==> src/logic/switch_pkg.sv <==
package switch_pkg;

    localparam int NUM_PORTS  = 4;
    localparam int NUM_PRIO   = 8;
    localparam int PAGE_WORDS = 8;
    localparam int NUM_PAGES  = 16;

    typedef logic [15:0] word_t;
    typedef logic [1:0]  port_idx_t;
    typedef logic [2:0]  prio_t;
    typedef logic [3:0]  page_t;
    typedef logic [2:0]  word_idx_t;

    // Header word fields
    localparam int DEST_LSB = 0;
    localparam int PRIO_LSB = 4;

    // Word address inside the shared buffer
    typedef struct packed {
        page_t     page;
        word_idx_t word;
    } buf_addr_t;

    typedef struct packed {
        page_t     page;
        word_idx_t last_word;
    } pkt_desc_t;

    typedef struct packed {
        logic      valid;
        port_idx_t dest;
        prio_t     prio;
        pkt_desc_t desc;
    } enq_req_t;

endpackage

==> src/logic/ingress_port.sv <==
module ingress_port (
    input  logic                  clk,
    input  logic                  rst_n,
    input  logic                  wr_sop,
    input  logic                  wr_eop,
    input  logic                  wr_vld,
    input  switch_pkg::word_t     wr_data,
    output logic                  full,
    output logic                  alloc_req,
    input  logic                  alloc_gnt,
    input  switch_pkg::page_t     alloc_page,
    output logic                  wr_en,
    output switch_pkg::buf_addr_t wr_addr,
    output switch_pkg::word_t     wr_data_out,
    output switch_pkg::enq_req_t  enq,
    input  logic                  enq_gnt
);

    typedef enum logic [1:0] {NEED_PAGE, IDLE, RECEIVE, ENQUEUE} state_t;

    state_t                state;
    switch_pkg::page_t     page;
    switch_pkg::word_idx_t cnt;
    switch_pkg::port_idx_t dest;
    switch_pkg::prio_t     prio;
    switch_pkg::pkt_desc_t desc_q;
    logic                  got_page;

    assign full        = !(state == IDLE || state == RECEIVE);
    assign alloc_req   = (state == NEED_PAGE) || (state == ENQUEUE && !got_page);
    assign wr_en       = wr_vld && ((state == IDLE && wr_sop) || state == RECEIVE);
    assign wr_addr     = '{page: page, word: cnt};
    assign wr_data_out = wr_data;
    assign enq         = '{valid: state == ENQUEUE, dest: dest, prio: prio, desc: desc_q};

    always_ff @(posedge clk or negedge rst_n) begin
        if (!rst_n) begin
            state    <= NEED_PAGE;
            cnt      <= '0;
            got_page <= 1'b0;
        end else begin
            case (state)
                NEED_PAGE: begin
                    if (alloc_gnt) begin
                        state <= IDLE;
                    end
                end
                IDLE, RECEIVE: begin
                    if (wr_en) begin
                        cnt      <= wr_eop ? '0 : cnt + 1'b1;
                        got_page <= 1'b0;
                        state    <= wr_eop ? ENQUEUE : RECEIVE;
                    end
                end
                ENQUEUE: begin
                    if (alloc_gnt) begin
                        got_page <= 1'b1;
                    end
                    // Leave once queued; wait on the pool if no page came yet
                    if (enq_gnt) begin
                        state <= (got_page || alloc_gnt) ? IDLE : NEED_PAGE;
                    end
                end
                default: state <= NEED_PAGE;
            endcase
        end
    end

    always_ff @(posedge clk) begin
        if (alloc_gnt) begin
            page <= alloc_page;
        end
        if (wr_en && state == IDLE) begin
            dest <= switch_pkg::port_idx_t'(wr_data >> switch_pkg::DEST_LSB);
            prio <= switch_pkg::prio_t'(wr_data >> switch_pkg::PRIO_LSB);
        end
        if (wr_en && wr_eop) begin
            desc_q <= '{page: page, last_word: cnt};
        end
    end

endmodule

==> config.mk <==
export PLATFORM = sky130hd
export DESIGN_NAME = ingress_port
export DESIGN_NICKNAME = d
export VERILOG_FILES = /design/src/logic/switch_pkg.sv /design/src/logic/ingress_port.sv
export SDC_FILE = /design/constraint.sdc
export NUM_CORES = 1
export LEC_CHECK = 0
export ABC_AREA = 0
export ABC_CLOCK_PERIOD_IN_PS = 2400
export BUFFER_PORTS_ARGS = -buffer_cell sky130_fd_sc_hd__buf_4
export CAP_MARGIN = 20
export CORE_MARGIN = 2
export CORE_UTILIZATION = 45
export DETAILED_ROUTE_END_ITERATION = 16
export PLACE_DENSITY = 0.84
export REMOVE_ABC_BUFFERS = 1
export SYNTH_ARGS = -nofsm -noshare
export SYNTH_HDL_FRONTEND = slang
export SYNTH_SLANG_ARGS = --single-unit
==> constraint.sdc <==
create_clock -name clk -period 2.4 [get_ports clk]
set_input_delay 0.48 -clock clk [delete_from_list [all_inputs] [get_ports clk]]
set_output_delay 0.48 -clock clk [all_outputs]
set_load 0.01 [all_outputs]
==> results.toml <==
[logic_synthesis]
ys_seq_area_share_pct = 59.2
synth_mux_area_share_pct = 3.17
synth_xor_area_share_pct = 0
synth-simple-area-share_pct = 9.05
synth_top_family_by_area = "buffers and inverters"
avgSynthCellArea_um2 = 13.5
synth_edf_count = 16
synthFlopType = "edfxtp_1"
synth_cell_type_count = 24
synth_compound_area_share_pct = 8.46
synth-seq-cells = 22
synth_fa_ha_area_share_pct = 7.05
yosysWarnings = 0
netlist_instances = 79
async_flop_share_pct = 27.3
netlist_area_um2 = 1060

[critical_path]
crit_arrival_ns = 1.58
cp.required_ns = 1.92
startpoint_type = "flip-flop"
worstPathMaxFanout = 4
critPathKind = "reg2out"
end_kind = "output pin"

[sta]
fin_skew_ns = 0.00671
finalSetupViolations = 0
period_needed_ns = 2.06
slew_headroom_pct = 78.7
maxSlewViolCount = 0
tns_ns = 0
worst_pin_slew_ns = 0.320
rsz0062_at_grt = "false"
fin_crit_sh_pct = 85.9
fmax_ghz = 0.485
final-hold-violation-count = 0

[grt]
antenna_found_initial = 0
grt_max_degree = 13
grt_use_total_pct = 16.5
grt_overflow = 0
grt_pass1_vias = 695
grt_pass1_wl_um = 3240

[placement]
numPortBuffers = 43
dp_hpwl_um = 1730
numPlacedInstances = 134
finalWeightedCongestion = 0.880

[status]
status = "complete, no violations"

[layout]
n_antenna_cell = 0
nets = 145
nFillCells = 190
final_cells = 139
final_common_cell = "buf_4"
layout_common_cells = "43 x buf_4, 16 x edfxtp_1, 6 x ha_1, 6 x dfrtp_1, 5 x inv_1"
syn2layout_area_growth_pct = 25.7
layout-drive-gt1-share_pct = 49.5

[run]
cap_violations = 0

[detailed_routing]
final_antenna_net_count = 0
vias = 716
drcViolationCount = 0
wirelength_um = 2120
post_drt_wl_per_cell_um = 15.3
vias_per_cell = 5.15
dr.pass1.iters = 4
drt-initial-drc-count = 6

[die]
dieArea_um2 = 2770
core_area_um2 = 2230
die-width_um = 52.6
std_cell_rows = 17
die_h_um = 52.6
initial_core_util_pct = 47.7
io_pins = 66

[clock_network]
cts_tree = "done"
cts.sinks = 22
clk_latency_ns = 0.30
clock_path_buffers = 2
clk_pin_slew_ns = 0.12
root_buffer = "clkbuf_4"
cts_made_buffers = 3
cts_max_level = 1

[power_and_ir_drop]
power_density_nw_per_um2 = 926
ir_drop_mv = 0.541
leakagePower_nw = 0.598

[min_path]
holdCritPathClass = "in2reg"
-- cells in the mapped netlist (all sizes together) (2+ instances only) --
cell     n  share of area [%]
dfrtp    6                 14
and3     2                1.4
inv      5                1.8
a21o     2                1.4
mux2     3                3.2
nor4     2                1.8
nand3    3                1.4
nor2b    2                1.2
a21oi    3                1.4
o21ai    2               0.94
buf     16                 11
ha       6                7.1
nor2     2               0.71
edfxtp  16                 45
-- routing by layer --
metal | routed length, um | track usage [%] | share of wire, %
met4 | 47 | 6.41 | 2.2
met2 | 1100 | 27.9 | 52
met1 | 776 | 18.1 | 37
met3 | 199 | 7.14 | 9.4
met5 | 0 | 0 | 0
-- power by group --
part / internal, mW / switching (mW)
clock network: 0.0607 / 0.109
registers: 0.493 / 0.0553
logic: 0.269 / 0.252
-- path summary, 6_finish.rpt --
| kind | cells past startpoint | to | from | slack (ns) |
|---|---|---|---|---|
| max in group asynchronous | 2 | cnt[2] | rst_n | 1.78 |
| hold reg to reg | 0 | enq[4] | page[1] | 0.47 |
| min in group asynchronous | 2 | state[1] | rst_n | 0.50 |
| hold / removal | 1 | page[3] | alloc_page[3] | 0.34 |
| setup / recovery | 5 | wr_en | state[0] | 0.34 |
| setup reg to reg | 5 | state[0] | state[0] | 0.64 |
-- area by class of cell --
type | instances | area [um2] | area share, %
Clock inverter | 1 | 3.75 | 0.280
Inverter | 5 | 18.8 | 1.40
Tap cell | 28 | 35.0 | 2.62
Clock buffer | 3 | 22.5 | 1.68
Multi-Input combinational cell | 36 | 295 | 22.1
Timing Repair Buffer | 44 | 333 | 24.9
Sequential cell | 22 | 631 | 47.1
-- sequential cells by signal (all words and copies together), names as in the netlist --
signal,flops
enq,7
page,4
cnt,3
prio,3
dest,2
state,2
got_page,1
-- timing repair --
action | CTS | global route
hold buffers | 1 | 0
gates resized for setup | 0 | 0
endpoints found under the hold margin | 6 | 0
buffers inserted | 0 | 0
-- worst max-delay path, stage by stage (launching register included) --
cell,delay [ns]
dfrtp_1,0.42
inv_1,0.10
ha_1,0.24
a21oi_1,0.28
nor2_1,0.08
buf_4,0.15
-- stage by stage --
stage	hold WS, ns	instance area, um2	utilization (%)	setup slack (ns)	power (mW)
final	0.341	1340	59.9	0.339	1.24
after global placement	0.293	1300	58.3	0.732	1.06
after global routing	0.323	1340	59.9	0.187	1.32
after detailed placement	0.296	1300	58.3	0.660	1.08
after floorplan	0.184	945	-	0.779	0.852
after CTS	0.338	1340	59.9	0.334	1.25
-- cells by family after synthesis --
kind of cell / count (synthesis)
and+or+nand+nor: 15
adders and majority gates: 6
AOI/OAI and AO/OA: 12
muxes: 3
DFF: 22
buffers and inverters: 21
No activity file was read; power rests on OpenSTA's default activity.
