<file path="src/logic/switch_pkg.sv">
package switch_pkg;

    localparam int NUM_PORTS  = 4;
    localparam int NUM_PRIO   = 8;
    localparam int PAGE_WORDS = 8;
    localparam int NUM_PAGES  = 16;

    typedef logic [15:0] word_t;
    typedef logic [1:0]  port_idx_t;
    typedef logic [2:0]  prio_t;
    typedef logic [3:0]  page_t;
    typedef logic [2:0]  word_idx_t;

    // Header word fields
    localparam int DEST_LSB = 0;
    localparam int PRIO_LSB = 4;

    // Word address inside the shared buffer
    typedef struct packed {
        page_t     page;
        word_idx_t word;
    } buf_addr_t;

    typedef struct packed {
        page_t     page;
        word_idx_t last_word;
    } pkt_desc_t;

    typedef struct packed {
        logic      valid;
        port_idx_t dest;
        prio_t     prio;
        pkt_desc_t desc;
    } enq_req_t;

endpackage

</file>
<file path="src/logic/queue_manager.sv">
module queue_manager #(
    parameter int NUM_PORTS = switch_pkg::NUM_PORTS,
    parameter int NUM_PAGES = switch_pkg::NUM_PAGES
) (
    input  logic                                 clk,
    input  logic                                 rst_n,
    input  switch_pkg::enq_req_t [NUM_PORTS-1:0] enq,
    output logic [NUM_PORTS-1:0]                 enq_gnt,
    input  logic [NUM_PORTS-1:0]                 deq_en,
    input  switch_pkg::prio_t [NUM_PORTS-1:0]    deq_prio,
    output logic [NUM_PORTS-1:0][switch_pkg::NUM_PRIO-1:0] not_empty,
    output switch_pkg::pkt_desc_t [NUM_PORTS-1:0][switch_pkg::NUM_PRIO-1:0] head
);

    localparam int NUM_PRIO = switch_pkg::NUM_PRIO;
    localparam int PTR_W    = $clog2(NUM_PAGES);
    localparam int CNT_W    = $clog2(NUM_PAGES + 1);

    switch_pkg::pkt_desc_t fifo_mem [NUM_PORTS][NUM_PRIO][NUM_PAGES];

    logic [NUM_PORTS-1:0][NUM_PRIO-1:0][PTR_W-1:0] wr_ptr;
    logic [NUM_PORTS-1:0][NUM_PRIO-1:0][PTR_W-1:0] rd_ptr;
    logic [NUM_PORTS-1:0][NUM_PRIO-1:0][CNT_W-1:0] count;
    logic [NUM_PORTS-1:0][NUM_PRIO-1:0]            push;
    logic [NUM_PORTS-1:0][NUM_PRIO-1:0]            pop;
    switch_pkg::port_idx_t                         rr_ptr;
    switch_pkg::port_idx_t                         gnt_idx;
    logic                                          gnt_vld;
    switch_pkg::enq_req_t                          sel;

    // One enqueue per cycle in round robin over the inputs
    always_comb begin
        gnt_vld = 1'b0;
        gnt_idx = rr_ptr;
        for (int i = 0; i < NUM_PORTS; i++) begin
            if (!gnt_vld && enq[(int'(rr_ptr) + i) % NUM_PORTS].valid) begin
                gnt_vld = 1'b1;
                gnt_idx = switch_pkg::port_idx_t'((int'(rr_ptr) + i) % NUM_PORTS);
            end
        end
        enq_gnt          = '0;
        enq_gnt[gnt_idx] = gnt_vld;
        sel              = enq[gnt_idx];
    end

    always_comb begin
        for (int o = 0; o < NUM_PORTS; o++) begin
            for (int q = 0; q < NUM_PRIO; q++) begin
                push[o][q]      = gnt_vld && sel.dest == o && sel.prio == q;
                pop[o][q]       = deq_en[o] && deq_prio[o] == q;
                not_empty[o][q] = count[o][q] != '0;
                head[o][q]      = fifo_mem[o][q][rd_ptr[o][q]];
            end
        end
    end

    always_ff @(posedge clk or negedge rst_n) begin
        if (!rst_n) begin
            wr_ptr <= '0;
            rd_ptr <= '0;
            count  <= '0;
            rr_ptr <= '0;
        end else begin
            if (gnt_vld) begin
                rr_ptr <= switch_pkg::port_idx_t'((int'(gnt_idx) + 1) % NUM_PORTS);
            end
            for (int o = 0; o < NUM_PORTS; o++) begin
                for (int q = 0; q < NUM_PRIO; q++) begin
                    if (push[o][q]) begin
                        wr_ptr[o][q] <= wr_ptr[o][q] + 1'b1;
                    end
                    if (pop[o][q]) begin
                        rd_ptr[o][q] <= rd_ptr[o][q] + 1'b1;
                    end
                    count[o][q] <= count[o][q] + CNT_W'(push[o][q]) - CNT_W'(pop[o][q]);
                end
            end
        end
    end

    always_ff @(posedge clk) begin
        if (gnt_vld) begin
            fifo_mem[sel.dest][sel.prio][wr_ptr[sel.dest][sel.prio]] <= sel.desc;
        end
    end

endmodule

</file>
<file path="config.mk">
export PLATFORM = sky130hd
export DESIGN_NAME = queue_manager
export DESIGN_NICKNAME = d
export VERILOG_FILES = /design/src/logic/switch_pkg.sv /design/src/logic/queue_manager.sv
export SDC_FILE = /design/constraint.sdc
export NUM_CORES = 2
export LEC_CHECK = 0
export ABC_CLOCK_PERIOD_IN_PS = 35600
export BUFFER_PORTS_ARGS = -buffer_cell sky130_fd_sc_hd__buf_2
export CORE_MARGIN = 1
export CORE_UTILIZATION = 40
export DETAILED_ROUTE_END_ITERATION = 12
export GPL_ROUTABILITY_DRIVEN = 0
export PLACE_DENSITY = 0.53
export REMOVE_ABC_BUFFERS = 1
export SLEW_MARGIN = 10
export SYNTH_ARGS = -nofsm -noshare
export SYNTH_HDL_FRONTEND = slang
export SYNTH_SLANG_ARGS = --single-unit
</file>
<file path="constraint.sdc">
create_clock -name clk -period 35.6 [get_ports clk]
set_input_delay 1.78 -clock clk [delete_from_list [all_inputs] [get_ports clk]]
set_output_delay 1.78 -clock clk [all_outputs]
set_load 0.005 [all_outputs]
</file>
==> impl_summary.md <==
Finish
Leaving out fill and tap cells, the most frequent cells in the layout are 3584 x edfxtp_1, 1078 x mux4_2, 630 x nor2_1. The library cell used most frequently in the layout, excluding fill and tap cells, is edfxtp_1. The area growth from synthesis to layout is 13.93%. Summing all multi-input logic gate instances after layout gives 39040 um2. The layout cell share with drive strength beyond 1 is 0.2737. The total number of nets in the final design is 8707. The sequential cell area is 118100 um2. The total of fill cells in the finished design is 32940. For this run, the number of standard cells in the final layout without fillers is 13950.

Timing
The clock skew after layout is 0.06764 ns. Setup violations remaining at the end of the flow were counted as 0. For the pin with the worst max-slew slack, the measured transition is 1.281 ns. The count of final hold-check violations is 0. The period utilization is 0.2238.

Counting I/O delays and the setup requirement, the final critical path takes 7.969 ns. The number of max-slew violations in the final report came to 0. Static timing analysis puts the maximum clock frequency at 125.5 MHz. Summed over all failing endpoints, the final setup total negative slack is 0 ns. In this run the tightest slew margin relative to its limit is 0.1461. Setup repair after global routing left no endpoint under its margin.

Drt
For this block, the via count after detailed routing is 76550. Wires add up to 410.8 mm. The antenna violation net count after detailed routing is 0. The detailed-route wire length per cell is 29.45 um.

The first detailed-routing pass took 5 iterations. After detailed routing, the number of remaining DRC violations is 0. The via density per instance is 5.488. The first routing iteration left 7066 violations.

Min path
The path with the worst hold slack has its endpoint at wr_ptr[71]. The path class of the tightest hold or removal check is register to register. The worst hold path begins at wr_ptr[71].

Along the worst hold path, the cell count comes to 1.

Setup path
The startpoint-to-endpoint class of the critical path is input port to register. The endpoint arrival time on the critical path is 8.57 ns. The data required time of the critical path is 36.20 ns. The launching element of the worst setup path is enq[38]. STA classifies the critical path endpoint as a register. The setup check on the worst reg-to-reg path leaves a slack of 28.20 ns.

The largest fanout of any net on the critical path is 20. In this run the critical register-to-register path is launched from rr_ptr[0]. The startpoint kind of the worst setup timing path is an input port.

The endpoint identified for the worst register-to-register timing path is fifo_mem[0][83]. The number of cells on the worst reg-to-reg path is 14.

GRT
The initial antenna violation count is 32. The via count of the first global-routing pass came to 79780. The first-pass GRT wire length is 593.1 mm. The overall fraction of global-route tracks in use is 0.2044.

Entering global routing, the biggest net connects 182 pins. After global routing the overflow that remains totals 0.

Die
The die is 633.5 um wide. The floorplan has 231 rows. The core region is 396300 um2.

The die is 633.5 um tall. Pin placement for this block handled 330 I/O pins. The initial standard-cell utilization of the core is 0.4025. The area of the die is 401300 um2.

Synth
The post-synthesis instance area is 159500 um2. The average footprint of a synthesized cell is 20.34 um2. The gate count after technology mapping is 7842.

The share of the yosys chip area belonging to registers is 0.7404. In the synthesized netlist the dominant register cell turns out to be edfxtp_1. Counting flops with a built-in enable in the synthesized netlist gives 3584. The synthesis warning total is 0. The post-synthesis async set-or-reset flop share is 0.1044. Of all cell types, the one taking the most synthesized area is edfxtp_1. The count of state elements after synthesis is 4002. Of the post-synthesis cell area, the dominant cell type holds 0.6748.

By area the synthesized netlist is led by edfxtp_1 67%, mux4_2 15%, dfrtp_1 6.6%, ha_1 2.0%, nor2_1 1.5%. The number of library cell types mapped by synthesis is 62.

Power and ir drop
The total leakage power is 59.59 nW. Across the VDD grid, the largest voltage drop is 0.08916 mV. In this run the power density over the cells is 93.15 nW/um2.

Placed design
The number of placed instances with taps included is 13170. The placed wire-length estimate after detailed placement is 251.8 mm. The number of buffers added on ports is 329.

Clocking
The post-CTS repair timing setup buffer count is 0. The maximum count of clock buffers along a single path is 4. In this run the clock root is driven by a clkbuf_16. After clock tree synthesis, the flow added hold-fix buffers numbering 0. The H-tree depth is 5.

Clock latency on the worst-skew pair, taken at its later pin, is 0.98 ns. After clock tree synthesis, the repair step resized 0 gates. After clock tree synthesis, the clock-pin slew on the worst setup and hold paths is 0.07 ns. TritonCTS built the clock tree. The clock sink count is 4002.

Buffers inserted during clock tree synthesis total 419.

Status
The flow ran to the end, and the final reports show no timing, DRC or antenna violations.

Job
The tool flagged a number of max-cap violations equal to 0.
layout make-up:
| cell class | count | share of cell area |
|---|---|---|
| clock buffers | 506 | 0.06101 |
| flip-flops and latches | 4002 | 0.6500 |
| inverters | 258 | 0.005343 |
| well taps | 5242 | 0.03609 |
| clock inverters | 272 | 0.01648 |
| repair buffers | 482 | 0.01613 |
| multi-input cells | 3182 | 0.2148 |
| diodes | 4 | 0.00005508 |
registers in the layout, summed over array words and instances, names as in the netlist:
register,cells
count,160
fifo_mem,3584
rd_ptr,128
wr_ptr,128
rr_ptr,2
synth_stat cells, types with 38 or more instances:
master and count:
dfrtp_1 418, nor2_1 632, xnor2_1 226, mux2_2 49
mux2i_1 93, xor2_1 76, inv_1 243, buf_1 137
nand2_1 263, clkbuf_1 216, ha_1 260, nand4_1 53
mux4_2 1078, o21ai_0 38, a21oi_1 81, nand3_1 46
edfxtp_1 3584
how the worst max path moves through the flow:
stage | endpoint | slack [ns] | depth (start not counted)
2_1_floorplan | fifo_mem[0][0] | 14.34 | 5
6_report | fifo_mem[0][83] | 27.63 | 15
3_5_place_dp | fifo_mem[0][77] | 26.68 | 15
3_3_place_gp | fifo_mem[3][751] | 26.81 | 15
5_1_grt | fifo_mem[3][640] | 27.40 | 15
4_1_cts | fifo_mem[3][640] | 27.75 | 15
kinds of logic (layout without fill, tap and decap cells):
family,Yosys count,count (layout),synth area share
muxes,1220,1220,0.1615
DFF,4002,4002,0.7404
adders and majority gates,292,292,0.02441
buffers and inverters,658,1518,0.01633
and+or+nand+nor,1124,1124,0.03071
xor gates and xnor gates,302,302,0.01658
AOI/OAI and AO/OA,244,244,0.01009
other,0,4,0
worst max-delay path, cell delays in order:
cell and delay [ns]:
buf_2 0.13, nor2b_1 0.14, o21ai_1 0.75, nand2b_1 0.46
inv_4 0.44, o221ai_1 0.20, nand2_1 0.51, nor4b_1 0.81
a32oi_1 0.27, nand4_1 0.17, or2_1 0.58, nand4b_1 0.72
buf_4 0.62, buf_4 0.57, nor2_1 0.31
per-layer routing:
layer / vias up / part of all wire / track usage
li1: 32430 / - / -
met5: - / 0.000027 / 0
met3: 587 / 0.053 / 0.02321
met1: 41180 / 0.42 / 0.2850
met2: 2357 / 0.50 / 0.3424
met4: 2 / 0.027 / 0.05400
power breakdown:
part	leakage, nW	switching (mW)	internal, mW
sequential	37.3	0.620	6.29
combinational	15.5	3.53	2.04
clock	6.81	1.87	2.57
stage by stage:
stage                     power, mW  setup slack [ns]  instance area, um2    util  hold WS, ns
after floorplan               10.69             14.34              157900       -       0.4448
after global placement        12.69             26.81              167600  0.4230       0.4670
after detailed placement      12.78             26.68              167600  0.4230       0.4628
after CTS                     17.23             27.75              181700  0.4586       0.4757
after global routing          17.66             27.40              181700  0.4586       0.4845
final                         16.93             27.63              181700  0.4586       0.4755
No activity file was read; power rests on OpenSTA's default activity.
