--- config.mk ---
export PLATFORM = sky130hd
export DESIGN_NAME = page_pool
export DESIGN_NICKNAME = d
export VERILOG_FILES = /design/src/logic/switch_pkg.sv /design/src/logic/page_pool.sv
export SDC_FILE = /design/constraint.sdc
export NUM_CORES = 1
export LEC_CHECK = 0
export BUFFER_PORTS_ARGS = -buffer_cell sky130_fd_sc_hd__buf_2
export CAP_MARGIN = 20
export CELL_PAD_IN_SITES_DETAIL_PLACEMENT = 1
export CELL_PAD_IN_SITES_GLOBAL_PLACEMENT = 2
export CORE_AREA = 2 2 77 79
export CTS_CLUSTER_SIZE = 30
export DETAILED_ROUTE_END_ITERATION = 10
export DIE_AREA = 0 0 79 81
export PLACE_DENSITY_LB_ADDON = 0.1
export SLEW_MARGIN = 15
export SYNTH_ARGS = -nofsm -noshare
export SYNTH_HDL_FRONTEND = slang
export SYNTH_SLANG_ARGS = --single-unit
--- constraint.sdc ---
create_clock -name clk -period 1.78 [get_ports clk]
set_input_delay 0.178 -clock clk [delete_from_list [all_inputs] [get_ports clk]]
set_output_delay 0.178 -clock clk [all_outputs]
set_load 0.03 [all_outputs]
--- src/logic/switch_pkg.sv ---
package switch_pkg;

    localparam int NUM_PORTS  = 4;
    localparam int NUM_PRIO   = 8;
    localparam int PAGE_WORDS = 8;
    localparam int NUM_PAGES  = 16;

    typedef logic [15:0] word_t;
    typedef logic [1:0]  port_idx_t;
    typedef logic [2:0]  prio_t;
    typedef logic [3:0]  page_t;
    typedef logic [2:0]  word_idx_t;

    // Header word fields
    localparam int DEST_LSB = 0;
    localparam int PRIO_LSB = 4;

    // Word address inside the shared buffer
    typedef struct packed {
        page_t     page;
        word_idx_t word;
    } buf_addr_t;

    typedef struct packed {
        page_t     page;
        word_idx_t last_word;
    } pkt_desc_t;

    typedef struct packed {
        logic      valid;
        port_idx_t dest;
        prio_t     prio;
        pkt_desc_t desc;
    } enq_req_t;

endpackage

--- src/logic/page_pool.sv ---
module page_pool #(
    parameter int NUM_PORTS = switch_pkg::NUM_PORTS,
    parameter int NUM_PAGES = switch_pkg::NUM_PAGES
) (
    input  logic                              clk,
    input  logic                              rst_n,
    input  logic [NUM_PORTS-1:0]              alloc_req,
    output logic [NUM_PORTS-1:0]              alloc_gnt,
    output switch_pkg::page_t                 alloc_page,
    input  logic [NUM_PORTS-1:0]              release_en,
    input  switch_pkg::page_t [NUM_PORTS-1:0] release_page
);

    logic [NUM_PAGES-1:0]  free_map;
    logic [NUM_PAGES-1:0]  released;
    logic [NUM_PAGES-1:0]  taken;
    logic                  page_avail;
    logic                  gnt_vld;
    switch_pkg::port_idx_t gnt_idx;
    switch_pkg::port_idx_t rr_ptr;

    // Lowest free page
    always_comb begin
        page_avail = 1'b0;
        alloc_page = '0;
        for (int i = NUM_PAGES - 1; i >= 0; i--) begin
            if (free_map[i]) begin
                page_avail = 1'b1;
                alloc_page = switch_pkg::page_t'(i);
            end
        end
    end

    // First requester at or after rr_ptr
    always_comb begin
        gnt_vld = 1'b0;
        gnt_idx = rr_ptr;
        for (int i = 0; i < NUM_PORTS; i++) begin
            if (!gnt_vld && alloc_req[(int'(rr_ptr) + i) % NUM_PORTS]) begin
                gnt_vld = 1'b1;
                gnt_idx = switch_pkg::port_idx_t'((int'(rr_ptr) + i) % NUM_PORTS);
            end
        end
        gnt_vld            = gnt_vld && page_avail;
        alloc_gnt          = '0;
        alloc_gnt[gnt_idx] = gnt_vld;
    end

    always_comb begin
        released = '0;
        for (int p = 0; p < NUM_PORTS; p++) begin
            if (release_en[p]) begin
                released[release_page[p]] = 1'b1;
            end
        end
        taken = gnt_vld ? (NUM_PAGES'(1) << alloc_page) : '0;
    end

    always_ff @(posedge clk or negedge rst_n) begin
        if (!rst_n) begin
            free_map <= '1;
            rr_ptr   <= '0;
        end else begin
            free_map <= (free_map | released) & ~taken;
            if (gnt_vld) begin
                rr_ptr <= switch_pkg::port_idx_t'((int'(gnt_idx) + 1) % NUM_PORTS);
            end
        end
    end

endmodule

==> results.sh, run 1 <==
export IMPL_initial_core_util_pct=30.2
export IMPL_rows=28
export IMPL_fin_tns_setup_ns=-1.80
export IMPL_yosysTopAreaCell="dfstp_2"
export IMPL_cp_required_ns=1.60
export IMPL_grt_max_degree=19
export IMPL_vias_per_cell=5.53
export IMPL_violations="setup timing"
export IMPL_track_usage_pct=21.9
export IMPL_yosys_area_top_type_share_pct=24.5
export IMPL_synth_cell_type_count=47
export IMPL_ys_ff_latch=18
export IMPL_final_nets=309
export IMPL_ys_async_sr_fraction_pct=100
export IMPL_min_path_cells=3
export IMPL_wire_per_inst_um=19.1
export IMPL_cts_max_level=1
export IMPL_ant_nets=0
export IMPL_antenna_cells=0
export IMPL_synth_flop_cell="dfstp_2"
export IMPL_drc=0
export IMPL_hold_slack_ns=0.228
export IMPL_syn_nets=249
export IMPL_cts_buffer_depth=2
export IMPL_synth_edf_count=0
export IMPL_area_delta_synth_final_pct=37.3
export IMPL_syn_area_mm2=0.00172
export IMPL_final_cell_mix="nor2_1, buf_2, buf_4, nand2_1, dfstp_2"
export IMPL_rsz0062_at_grt="yes"
export IMPL_vias=1951
export IMPL_die_area_mm2=0.00640
export IMPL_hold_viol_final=0
export IMPL_fin_ws_ns=-0.221
export IMPL_drive_gt1_share_pct=39.9
export IMPL_utilization_pct=41.5
export IMPL_cp_arrival_ns=1.82
export IMPL_syn_inst=219
export IMPL_root_buffer="clkbuf_8"
export IMPL_worst_setup_path_start_kind="flop"
export IMPL_core_mm2=0.00568
export IMPL_skew_ns=0.00240
export IMPL_place_congestion=0.862
export IMPL_pre_cts_slack_ns=-0.126
export IMPL_yosys_warnings=0
export IMPL_report_final_slew_viol_count=0
export IMPL_grt_pass1_vias=1934
export IMPL_power_leakage_nw=0.925
export IMPL_io_pins=34
export IMPL_yosysSeqAreaShare_pct=27.4
export IMPL_final_common_cell="nor2_1"
export IMPL_clk_pin_slew_ns=0.07
export IMPL_hpwl_um=5320
export IMPL_maxSlewHeadroom_pct=65.1
export IMPL_power_density_mw_per_mm2=1250
export IMPL_critPathCaptureType="output pin"
export IMPL_min_period_over_period_pct=112
export IMPL_min_period_ns=2.00
export IMPL_routed_wl_um=6750
export IMPL_avgSynthCellArea_um2=7.84
export IMPL_synth_area_top_cells="dfstp_2, nor2_1, a21oi_1"
export IMPL_grt_overflow_total=0
export IMPL_max_freq_mhz=500
export IMPL_hp_class="in -> reg"
export IMPL_dieWidth_um=79
export IMPL_grt_pass1_wl_um=10600
export IMPL_tightest_slew_ns=0.510
export IMPL_crit_type="reg -> out"
export IMPL_drv_cap=0
export IMPL_r2r_cells=7
export IMPL_firstDrtPassIters=4
export IMPL_fill_cells=722
export IMPL_ir_worst_vdd_mv=0.363
export IMPL_drtIter0Drc=93
export IMPL_insertion_delay_ns=0.26
export IMPL_outcome="finished with violations"
export IMPL_setup_viol=18
export IMPL_clock_sinks=18
export IMPL_io_buffers=33
export IMPL_grt_antenna_before_repair=0
export IMPL_numCtsBuffers=3
export IMPL_cts_tree="yes"
export IMPL_path_max_fanout=6
export IMPL_dieHeight_um=81
[synth_stat cells, types with 5 or more instances]
cell type,number
nor2_1,30
a21oi_1,17
nand2_1,17
dfstp_2,16
nor3_1,14
inv_1,10
nand3_1,10
o21ai_0,10
nand2b_1,9
nor2b_1,8
a31oi_1,5
nor3b_1,5
[worst max-delay path, stage by stage, from the launching register on]
cell and delay (ns):
dfstp_2 0.40, or4_4 0.55, nor2_4 0.16, a31oi_4 0.14, and2_4 0.18, buf_6 0.13
[cell families after synthesis]
kind of cell / count (synthesis) / synth area share (%)
adders and majority gates: 4 / 2.92
and+or+nand+nor: 119 / 40.0
buffers and inverters: 12 / 2.62
DFF: 18 / 27.4
muxes: 1 / 0.874
AOI/OAI and AO/OA: 65 / 26.2
[registers in the layout (all words and copies together) (netlist names)]
| name | flops |
|---|---|
| rr_ptr | 2 |
| free_map | 16 |
[layout make-up]
| class | count | area [um^2] | share of cell area, % |
|---|---|---|---|
| multi-input combinational | 189 | 1280 | 54.4 |
| sequential | 18 | 472 | 20.0 |
| timing repair buffer | 57 | 418 | 17.7 |
| tap | 75 | 93.8 | 3.98 |
| clock buffer | 4 | 55.1 | 2.34 |
| inverter | 10 | 37.5 | 1.59 |
[timing repair]
item | in CTS | in global routing
pin swaps | 14 | 11
setup buffers | 5 | 6
gates resized for setup | 25 | 19
hold buffers | 1 | 0
hold endpoints to repair | 2 | 0
setup endpoints to repair | 14 | 21
[stage by stage]
step           cell area (um^2)  power (mW)  std cells
2_1_floorplan              1720        1.61        219
3_3_place_gp               2070        2.20        338
3_5_place_dp               2070        2.18        338
4_1_cts                    2250        2.80        348
5_1_grt                    2360        3.15        353
6_report                   2360        2.95        353
[worst paths after layout]
kind	from	to	slack (ns)
worst max-delay path	free_map[11]	alloc_gnt[2]	-0.22
worst min-delay path	release_page[9]	free_map[3]	0.23
worst max register to register	free_map[15]	free_map[4]	-0.07
worst min register to register	free_map[0]	free_map[1]	0.56
max in group asynchronous	rst_n	free_map[7]	1.07
min in group asynchronous	rst_n	rr_ptr[0]	0.38
[metal layers]
layer	track usage [%]	share of wire, %
met5	0	0
met4	6.90	2.0
met3	2.11	3.2
met2	37.2	49
met1	29.4	45
[report_power, final]
group	switching (mW)	total, mW	internal, mW
combinational	0.919	1.76	0.846
clock	0.158	0.355	0.197
sequential	0.227	0.826	0.599
total	1.30	2.95	1.64
No activity file was read; power rests on OpenSTA's default activity.
==> inputs of run 2 (changes only) <==
- RECOVER_POWER: unset -> 100
==> results.sh, run 2 (synthesized netlist as in run 1, its figures left out) <==
export IMPL_violations="setup timing"
export IMPL_min_delay_start="release_page[9]"
export IMPL_ant_nets=0
export IMPL_cp_required_ns=1.60
export IMPL_cp_arrival_ns=1.83
export IMPL_die_area_mm2=0.00640
export IMPL_grt_overflow_total=0
export IMPL_drtIter0Drc=140
export IMPL_timing_rr_start="free_map[11]"
export IMPL_routed_wl_um=6760
export IMPL_skew_ns=0.00127
export IMPL_clk_pin_slew_ns=0.07
export IMPL_critPathCaptureType="output pin"
export IMPL_hold_viol_final=0
export IMPL_wire_per_inst_um=19.2
export IMPL_startpoint="free_map[11]"
export IMPL_crit_type="reg -> out"
export IMPL_clock_sinks=18
export IMPL_fin_tns_setup_ns=-1.79
export IMPL_grt_pass1_vias=1934
export IMPL_cts_tree="yes"
export IMPL_hold_slack_ns=0.227
export IMPL_top_register="free_map"
export IMPL_io_buffers=33
export IMPL_final_cells=353
export IMPL_core_mm2=0.00568
export IMPL_design_power_total_mw=2.94
export IMPL_final_cell_mix="nor2_1, buf_2, buf_4, nand2_1, dfstp_2"
export IMPL_firstDrtPassIters=4
export IMPL_min_period_ns=2.01
export IMPL_io_pins=34
export IMPL_placed_cells=338
export IMPL_final_nets=309
export IMPL_report_final_slew_viol_count=0
export IMPL_grt_max_degree=19
export IMPL_tightest_slew_ns=1.01
export IMPL_power_density_mw_per_mm2=1250
export IMPL_utilization_pct=41.5
export IMPL_hpwl_um=5320
export IMPL_maxSlewHeadroom_pct=32.5
export IMPL_max_freq_mhz=499
export IMPL_rows=28
export IMPL_drive_gt1_share_pct=38.8
export IMPL_antenna_cells=0
export IMPL_path_max_fanout=6
export IMPL_numCtsBuffers=3
export IMPL_worst_setup_path_start_kind="flop"
export IMPL_power_leakage_nw=0.917
export IMPL_dieHeight_um=81
export IMPL_rsz0062_at_grt="yes"
export IMPL_track_usage_pct=21.9
export IMPL_dieWidth_um=79
export IMPL_grt_pass1_wl_um=10600
export IMPL_cts_max_level=1
export IMPL_drv_cap=0
export IMPL_place_congestion=0.862
export IMPL_final_common_cell="nor2_1"
export IMPL_drc=0
export IMPL_setup_viol=16
export IMPL_top_regs="free_map x16, rr_ptr x2"
export IMPL_hp_class="in -> reg"
export IMPL_vias=1952
export IMPL_fin_ws_ns=-0.225
export IMPL_vias_per_cell=5.53
export IMPL_area_delta_synth_final_pct=37.1
export IMPL_largest_reg_flops=16
export IMPL_initial_core_util_pct=30.2
export IMPL_outcome="finished with violations"
export IMPL_root_buffer="clkbuf_8"
export IMPL_cts_buffer_depth=2
export IMPL_min_period_over_period_pct=113
export IMPL_insertion_delay_ns=0.26
export IMPL_grt_antenna_before_repair=0
export IMPL_ir_worst_vdd_mv=0.362
## run 2: changes by cell type in the layout (fill, tap and decap cells not counted), sizes merged
cell	change
buf	-3
clkbuf	+3
## run 2: critical path: stages, from the launching register on
cell	delay, ns
dfstp_2	0.40
or4_4	0.55
nor2_4	0.16
a31oi_4	0.14
and2_4	0.18
buf_6	0.13
## run 2: timing repair
action	4_1_cts	5_1_grt
buffers inserted	5	6
endpoints found under the hold margin	2	0
pin swaps	14	11
hold buffers	1	0
setup endpoints to repair	14	21
resized for setup	25	19
## run 2: through the flow
stage / setup WS, ns / area [um^2]
after global routing: -0.277 / 2350
after CTS: -0.234 / 2250
after detailed placement: -0.126 / 2070
after global placement: -0.137 / 2070
after floorplan: 0.0241 / 1720
final: -0.225 / 2350
## run 2: area by class of cell
type	count	area, um^2
Multi-Input combinational cell	189	1280
Fill cell	725	3320
Clock buffer	4	55.1
Inverter	10	37.5
Sequential cell	18	472
Timing Repair Buffer	57	414
Tap cell	75	93.8
## run 2: final timing paths
kind	endpoint	slack, ns	depth (start not counted)
setup / recovery	alloc_gnt[2]	-0.23	5
hold / removal	free_map[3]	0.23	3
setup reg to reg	free_map[13]	-0.07	6
hold reg to reg	free_map[1]	0.56	2
max in group asynchronous	rr_ptr[1]	0.51	2
min in group asynchronous	rr_ptr[0]	0.60	2
## run 2: metal layers
| metal | wire length, um | vias to the layer above | global-route usage, % |
|---|---|---|---|
| li1 | - | 944 | - |
| met4 | 133 | 0 | 6.90 |
| met2 | 3370 | 44 | 37.2 |
| met1 | 3050 | 955 | 29.4 |
| met5 | 0 | - | 0 |
| met3 | 210 | 9 | 2.11 |
## run 2: where the power goes
part / internal (mW) / switching [mW]
Clock: 0.197 / 0.157
Combinational: 0.845 / 0.916
Sequential: 0.599 / 0.227
Total: 1.64 / 1.30
