--- config.mk ---
export PLATFORM = sky130hd
export DESIGN_NAME = egress_port
export DESIGN_NICKNAME = d
export VERILOG_FILES = /design/src/logic/switch_pkg.sv /design/src/logic/egress_port.sv
export SDC_FILE = /design/constraint.sdc
export NUM_CORES = 1
export LEC_CHECK = 0
export BUFFER_PORTS_ARGS = -buffer_cell sky130_fd_sc_hd__buf_2
export CAP_MARGIN = 20
export CELL_PAD_IN_SITES_DETAIL_PLACEMENT = 0
export CELL_PAD_IN_SITES_GLOBAL_PLACEMENT = 2
export CORE_AREA = 8 8 106 108
export DETAILED_ROUTE_END_ITERATION = 6
export DIE_AREA = 0 0 114 116
export GPL_ROUTABILITY_DRIVEN = 0
export PLACE_DENSITY_LB_ADDON = 0.1
export SLEW_MARGIN = 25
export SYNTH_ARGS = -nofsm -noshare
export SYNTH_HDL_FRONTEND = slang
export SYNTH_SLANG_ARGS = --single-unit
--- constraint.sdc ---
create_clock -name clk -period 3.7 [get_ports clk]
set_input_delay 1.11 -clock clk [delete_from_list [all_inputs] [get_ports clk]]
set_output_delay 1.11 -clock clk [all_outputs]
set_load 0.1 [all_outputs]
--- src/logic/switch_pkg.sv ---
package switch_pkg;

    localparam int NUM_PORTS  = 4;
    localparam int NUM_PRIO   = 8;
    localparam int PAGE_WORDS = 8;
    localparam int NUM_PAGES  = 16;

    typedef logic [15:0] word_t;
    typedef logic [1:0]  port_idx_t;
    typedef logic [2:0]  prio_t;
    typedef logic [3:0]  page_t;
    typedef logic [2:0]  word_idx_t;

    // Header word fields
    localparam int DEST_LSB = 0;
    localparam int PRIO_LSB = 4;

    // Word address inside the shared buffer
    typedef struct packed {
        page_t     page;
        word_idx_t word;
    } buf_addr_t;

    typedef struct packed {
        page_t     page;
        word_idx_t last_word;
    } pkt_desc_t;

    typedef struct packed {
        logic      valid;
        port_idx_t dest;
        prio_t     prio;
        pkt_desc_t desc;
    } enq_req_t;

endpackage

--- src/logic/egress_port.sv ---
module egress_port (
    input  logic                                             clk,
    input  logic                                             rst_n,
    input  logic                                             wrr_en,
    input  logic                                             ready,
    input  logic [switch_pkg::NUM_PRIO-1:0]                  not_empty,
    input  switch_pkg::pkt_desc_t [switch_pkg::NUM_PRIO-1:0] head,
    output logic                                             deq_en,
    output switch_pkg::prio_t                                deq_prio,
    output logic                                             rd_en,
    output switch_pkg::buf_addr_t                            rd_addr,
    input  switch_pkg::word_t                                rd_data_in,
    output logic                                             release_en,
    output switch_pkg::page_t                                release_page,
    output logic                                             rd_sop,
    output logic                                             rd_eop,
    output logic                                             rd_vld,
    output switch_pkg::word_t                                rd_data
);

    localparam int NUM_PRIO = switch_pkg::NUM_PRIO;

    typedef enum logic {IDLE, READ} state_t;

    state_t                state;
    switch_pkg::pkt_desc_t cur;
    switch_pkg::word_idx_t idx;
    logic [NUM_PRIO-1:0]   wrr_mask;
    logic [NUM_PRIO-1:0]   masked;
    logic [NUM_PRIO-1:0]   cand;
    logic [NUM_PRIO-1:0]   sel_bit;

    // Fall back to the full set when the mask leaves nothing
    assign masked = not_empty & wrr_mask;
    assign cand   = (wrr_en && masked != '0) ? masked : not_empty;

    always_comb begin
        deq_prio = '0;
        for (int i = NUM_PRIO - 1; i >= 0; i--) begin
            if (cand[i]) begin
                deq_prio = switch_pkg::prio_t'(i);
            end
        end
    end

    assign sel_bit = NUM_PRIO'(1) << deq_prio;
    assign deq_en  = state == IDLE && ready && not_empty != '0;
    assign rd_en   = state == READ;
    assign rd_addr = '{page: cur.page, word: idx};

    // Page goes back to the pool as the last word leaves
    assign release_en   = rd_eop;
    assign release_page = cur.page;
    assign rd_data      = rd_data_in;

    always_ff @(posedge clk or negedge rst_n) begin
        if (!rst_n) begin
            state    <= IDLE;
            idx      <= '0;
            wrr_mask <= '1;
            rd_vld   <= 1'b0;
            rd_sop   <= 1'b0;
            rd_eop   <= 1'b0;
        end else begin
            rd_vld <= rd_en;
            rd_sop <= rd_en && idx == '0;
            rd_eop <= rd_en && idx == cur.last_word;
            case (state)
                IDLE: begin
                    if (deq_en) begin
                        state <= READ;
                        if (wrr_en) begin
                            wrr_mask <= (masked != '0 ? wrr_mask : '1) & ~sel_bit;
                        end
                    end
                end
                READ: begin
                    if (idx == cur.last_word) begin
                        idx   <= '0;
                        state <= IDLE;
                    end else begin
                        idx <= idx + 1'b1;
                    end
                end
                default: state <= IDLE;
            endcase
        end
    end

    always_ff @(posedge clk) begin
        if (deq_en) begin
            cur <= head[deq_prio];
        end
    end

endmodule

==> impl_metrics.json, run 1 <==
{
  "run_status": "finished, violations left",
  "failed_checks": "setup timing",
  "worst-slew-pin-transition_ns": 0.530,
  "timing.critical_path.mode_cell": "buf_6",
  "setup_viol_count_final": 3,
  "grt_pass1_vias": 2236,
  "synthTopCellsByCount": "36 x a211oi_1, 26 x buf_4, 15 x and3_1",
  "io-pin-count": 120,
  "antenna_violating_nets_post_route": 0,
  "chipWidth_um": 114,
  "drv_slew": 0,
  "clock_insertion_delay_worst_skew_ns": 0.27,
  "finalInstanceArea_um2": 2980,
  "post-place-ws_ns": -0.290,
  "detailedRoute.firstIterationViolations": 91,
  "number_of_cells_in_the_finished_layout_apart_from_fillers": 460,
  "synth.area.top_cells": "a211oi_1 14%, dfstp_2 11%, edfxtp_1 11%, buf_4 9.9%, dfrtp_1 8.9%",
  "sequential_cell_area_um2": 596,
  "port-buffer-count": 87,
  "postPlaceCellArea_um2": 2790,
  "synth_edf_count": 7,
  "synth_top_cell_area_share_pct": 13.7,
  "setup-tns-final_ns": -0.537,
  "cts_sinks": 22,
  "final_net_count": 414,
  "path_cells": "buf_6 > a22o_4 > o41ai_4 > buf_4 > buf_6 > o21a_4 > buf_6 > a211oi_4 > a21oi_4 > inv_4 > buf_12",
  "top_reg_cell_synth": "dfstp_2",
  "synth-seq-area-share_pct": 30.1,
  "report.final.hold_viol_count": 0,
  "grt_antenna_before_repair": 0,
  "initial_util_pct": 20.7,
  "crit_path_top_delay_cell": "o41ai_4",
  "cts_root_buf": "clkbuf_8",
  "yosys.area.top_type": "a211oi_1",
  "min-delay-path-class": "reg -> reg",
  "wl_per_cell_um": 16.7,
  "synth_area_um2": 1980,
  "startpoint": "not_empty[0]",
  "synth.ff_latch_count": 22,
  "dieHeight_um": 116,
  "p_leak_nw": 1.34,
  "fraction_of_layout_instances_using_a_drive_strength_above_1_pct": 56.6,
  "finalCoreUtilization_pct": 31.2,
  "worstSetupEndpointType": "output port",
  "drc_errors": 0,
  "detailroute.via_count": 2015,
  "unrepaired_setup_endpoints_after_global_routing": "yes",
  "setup_slack_ns": -0.203,
  "power_density_nw_per_um2": 780,
  "tritoncts": "yes",
  "number_of_cells_in_the_design_after_placement": 450,
  "core_area_um2": 9550,
  "timing_worst_setup_path_type": "in -> out",
  "synthCells": 214,
  "via_per_inst": 4.38,
  "syn-mean-instance-area_um2": 9.23,
  "power.internal_mw": 1.06,
  "firstDrtPassIters": 4,
  "grt_usage_pct": 11.6,
  "htree_levels": 1,
  "crit-reg2reg-launch": "wrr_mask[3]$_DFFE_PN1P_",
  "yosysMostFrequentCell": "a211oi_1",
  "switching_power_mw": 1.26,
  "timing.hold.worst.start": "wrr_mask[3]$_DFFE_PN1P_",
  "diodes": 0,
  "start_kind": "primary input",
  "sw_share_pct": 54.2,
  "cp.required_ns": 2.59,
  "area_growth_pct": 50.7,
  "area_of_the_multi_input_gates_um2": 1140,
  "post_synthesis_net_count": 300,
  "wirelength_um": 7680,
  "clock.fmax_mhz": 256,
  "cap_violations": 0,
  "clockBufferDepth": 2,
  "power.sequential.fraction_pct": 22.0,
  "final.period_utilization_pct": 105,
  "detailed_place_hpwl_um": 6170,
  "synthDistinctLibCells": 43,
  "power_frac_clock_pct": 9.0,
  "postSynth.asyncResetShare_pct": 68.2,
  "n_fill_cell": 1078,
  "pin_count_of_the_biggest_net_entering_global_routing": 31,
  "timing.slew.headroom_pct": 64.4,
  "power.ir.vdd_worst_mv": 0.317,
  "post-layout-total-power_mw": 2.32,
  "die_area_um2": 13200,
  "hold_ws_ns": 0.535,
  "clk_pin_slew_ns": 0.10,
  "floorplan.rows": 36,
  "grt_first_pass_wirelength_um": 12000,
  "worst_ep_arrival_time_ns": 2.79,
  "numCtsBuffers": 3,
  "timing.critical_path.slowest_cell_delay_ns": 0.35,
  "power_frac_comb_pct": 69.1,
  "grt_remaining_overflow": 0,
  "yosys_warnings": 0,
  "worst_clock_skew_ns": 0.0120,
  "period_minus_slack_ns": 3.90,
  "crit_fanout": 5
}
-- critical path, delay by kind of cell --
kind / cells / cell delay [ns]
compound gates: 5 / 0.93
buf+inv: 6 / 0.73
-- per-layer routing --
metal  global-route usage, %  vias up  share of wire (%)
li1                        -     1018                  -
met1                    15.1      927                 46
met2                    19.2       64                 48
met3                    2.03        6                4.9
met4                    3.37        0                1.1
met5                       0        -                  0
-- cell usage in the layout (no fill, tap or decap), types with 4 or more instances in the layout --
master	n
nor4_2	7
inv_1	10
o21ai_0	10
a211oi_1	35
o21a_1	4
dfstp_2	8
o22a_1	4
dfrtp_1	7
and3_1	15
buf_12	4
buf_6	8
buf_2	81
buf_4	50
edfxtp_1	7
a21oi_1	11
nand2_1	5
nor2_1	4
-- cell type report --
cell class                      instances  share of cell area, %
Clock buffer                            4                   2.23
Inverter                               13                   1.98
Multi-Input combinational cell        145                   38.3
Sequential cell                        22                   20.0
Tap cell                              133                   5.59
Timing Repair Buffer                  143                   31.9
-- flip-flops by register name, summed over array words and instances (netlist names) --
signal,flops
rd_sop,1
cur,3
rd_eop,1
idx,3
wrr_mask,8
rd_vld,1
release_page,4
rd_en,1
-- what timing repair did --
action	in CTS	in global routing
resized for setup	14	5
hold buffers	0	0
cloned	1	0
endpoints found under the setup margin	3	4
pin swaps	9	5
buffers inserted	2	3
-- power by group through the flow --
stage | sequential (mW) | combinational, mW | clock [mW]
after floorplan | 0.735 | 0.968 | 0
after global placement | 0.512 | 1.56 | 0
after detailed placement | 0.509 | 1.56 | 0
after CTS | 0.508 | 1.60 | 0.216
after global routing | 0.527 | 1.72 | 0.228
final | 0.510 | 1.60 | 0.208
-- cells by family after synthesis --
logic type,after synthesis,share of synthesized area (%)
buf+inv,47,15.7
compound gates,86,33.4
flops,22,30.1
fa+ha+maj,2,1.27
xor+xnor,3,1.33
mux,1,0.507
simple gates,53,17.6
-- worst paths after layout --
check / to / slack (ns) / cells past startpoint
worst min-delay path: wrr_mask[3]$_DFFE_PN1P_ / 0.53 / 2
min in group asynchronous: rd_vld$_DFF_PN0_ / 0.74 / 1
worst min register to register: wrr_mask[3]$_DFFE_PN1P_ / 0.53 / 2
max in group asynchronous: wrr_mask[1]$_DFFE_PN1P_ / 2.63 / 1
worst max-delay path: deq_prio[0] / -0.20 / 11
worst max register to register: release_page[3]$_DFFE_PP_ / 0.63 / 13
(Power assumes the default switching activity.)
==> run 2, diff against run 1 <==
- CTS_CLUSTER_DIAMETER: not set -> 30
- MAX_ROUTING_LAYER: not set -> met4
==> run 2 against run 1 <==
Effect of this change: the run still ends with setup timing left; core utilization barely moved; hold slack barely moved; first-iteration DRC count rose by 27%; sequential power barely moved; final cell count did not move; non-clock buffer count did not move; clock skew rose by 0.0013 ns; fmax barely moved; total power rose by 0.21%; register-to-register slack barely moved; flip-flop and latch count did not move.
==> impl_metrics.json, run 2 (synthesis results as in run 1) <==
{
  "hold_ws_ns": 0.535,
  "timing.critical_path.slowest_cell_delay_ns": 0.35,
  "via_per_inst": 4.43,
  "grt_pass1_vias": 2242,
  "cts_sinks": 22,
  "clock.fmax_mhz": 256,
  "finalInstanceArea_um2": 2980,
  "critical-path-top-delay-family": "compound AO/OA/AOI/OAI gates",
  "final_net_count": 414,
  "worst_ep_arrival_time_ns": 2.79,
  "layout_common_cells": "81 x buf_2, 49 x buf_4, 35 x a211oi_1",
  "cp.required_ns": 2.59,
  "grt_antenna_before_repair": 0,
  "final.period_utilization_pct": 105,
  "htree_levels": 1,
  "worstSetupEndpointType": "output port",
  "drc_errors": 0,
  "worst_clock_skew_ns": 0.0132,
  "timing.critical_path.mode_cell": "buf_6",
  "path_cells": "buf_6 > a22o_4 > o41ai_4 > buf_4 > buf_6 > o21a_4 > buf_6 > a211oi_4 > a21oi_4 > inv_4 > buf_12",
  "clk_pin_slew_ns": 0.10,
  "power_density_nw_per_um2": 781,
  "tritoncts": "yes",
  "grt_first_pass_wirelength_um": 12000,
  "initial_util_pct": 20.7,
  "port-buffer-count": 87,
  "drv_slew": 0,
  "setup_viol_count_final": 3,
  "run_status": "finished, violations left",
  "die_area_um2": 13200,
  "detailed_place_hpwl_um": 6170,
  "wirelength_um": 7640,
  "unrepaired_setup_endpoints_after_global_routing": "yes",
  "start_kind": "primary input",
  "ctsHoldBuffers": 0,
  "period_minus_slack_ns": 3.90,
  "crit_fanout": 5,
  "setup_slack_ns": -0.203,
  "min-delay-path-class": "reg -> reg",
  "crit_path_top_delay_cell": "o41ai_4",
  "firstDrtPassIters": 4,
  "diodes": 0,
  "core_area_um2": 9550,
  "grt_remaining_overflow": 0,
  "io-pin-count": 120,
  "number_of_cells_in_the_finished_layout_apart_from_fillers": 460,
  "report.final.hold_viol_count": 0,
  "number_of_cells_in_the_design_after_placement": 450,
  "cts_root_buf": "clkbuf_8",
  "detailedRoute.firstIterationViolations": 116,
  "clock_insertion_delay_worst_skew_ns": 0.27,
  "detailroute.via_count": 2037,
  "grt_usage_pct": 11.9,
  "dieHeight_um": 116,
  "postPlaceCellArea_um2": 2790,
  "numCtsBuffers": 3,
  "r2r_setup_slack_ns": 0.63,
  "pin_count_of_the_biggest_net_entering_global_routing": 31,
  "chipWidth_um": 114,
  "timing.slew.headroom_pct": 64.4,
  "clockBufferDepth": 2,
  "timing_worst_setup_path_type": "in -> out",
  "fraction_of_layout_instances_using_a_drive_strength_above_1_pct": 56.6,
  "antenna_violating_nets_post_route": 0,
  "wl_per_cell_um": 16.6,
  "largest_reg_flops": 8,
  "failed_checks": "setup timing",
  "floorplan.rows": 36,
  "final_common_cell": "buf_2",
  "cap_violations": 0,
  "worst-slew-pin-transition_ns": 0.530,
  "power.ir.vdd_worst_mv": 0.318,
  "area_growth_pct": 50.9,
  "p_leak_nw": 1.34,
  "worstPathBufferInverterCount": 6,
  "registers.top_by_ff_count": "wrr_mask"
}
## run 2: what timing repair did
action	4_1_cts	5_1_grt
buffers inserted	2	3
pin swaps	9	5
gates cloned	1	0
setup endpoints to repair	3	6
gates resized for setup	14	6
## run 2: final timing paths
| kind | from | end | cells after the start |
|---|---|---|---|
| worst max-delay path | not_empty[0] | deq_prio[0] | 11 |
| worst min-delay path | wrr_mask[3]$_DFFE_PN1P_ | wrr_mask[3]$_DFFE_PN1P_ | 2 |
| worst max register to register | wrr_mask[3]$_DFFE_PN1P_ | release_page[3]$_DFFE_PP_ | 13 |
| worst min register to register | wrr_mask[3]$_DFFE_PN1P_ | wrr_mask[3]$_DFFE_PN1P_ | 2 |
| max in group asynchronous | rst_n | wrr_mask[1]$_DFFE_PN1P_ | 1 |
| min in group asynchronous | rst_n | rd_vld$_DFF_PN0_ | 1 |
## run 2: cell type report
cell class              count  area (um^2)
inverters                  13         58.8
clock buffers               4         66.3
repair buffers            143          955
fillers                  1079         6570
flip-flops and latches     22          596
well taps                 133          166
multi-input cells         145         1140
## run 2: per-stage QoR
step | util (%) | setup TNS [ns] | worst slack, ns | power (mW)
2_1_floorplan | - | -0.756 | -0.440 | 1.70
3_3_place_gp | 29.2 | -2.00 | -0.299 | 2.08
3_5_place_dp | 29.2 | -2.02 | -0.290 | 2.07
4_1_cts | 30.7 | -0.658 | -0.225 | 2.33
5_1_grt | 31.2 | -0.759 | -0.259 | 2.47
6_report | 31.2 | -0.536 | -0.203 | 2.33
## run 2: layer usage
layer  share of wire [%]  global-route usage, %  wire length (um)  vias to the layer above
met5                   0                      -                 0                        -
met4                 1.1                   3.37                83                        0
met3                 4.8                   1.67               370                        6
met2                  48                   19.4              3660                       72
met1                  46                   15.2              3530                      938
li1                    -                      -                 -                     1021
## run 2: worst register-to-register path, cell delays in order, from the launching register on
cell      delay (ns)
dfstp_2         0.57
a22o_1          0.22
o41ai_4         0.10
buf_4           0.17
o21ai_2         0.17
buf_6           0.13
nand4_1         0.18
buf_4           0.20
buf_4           0.12
buf_4           0.12
o21a_1          0.23
buf_4           0.18
a211oi_1        0.31
nor4_2          0.11
## run 2: power breakdown
group	switching (mW)	internal (mW)	total [mW]
logic	1.06	0.549	1.61
clock network	0.0909	0.118	0.208
registers	0.110	0.401	0.511
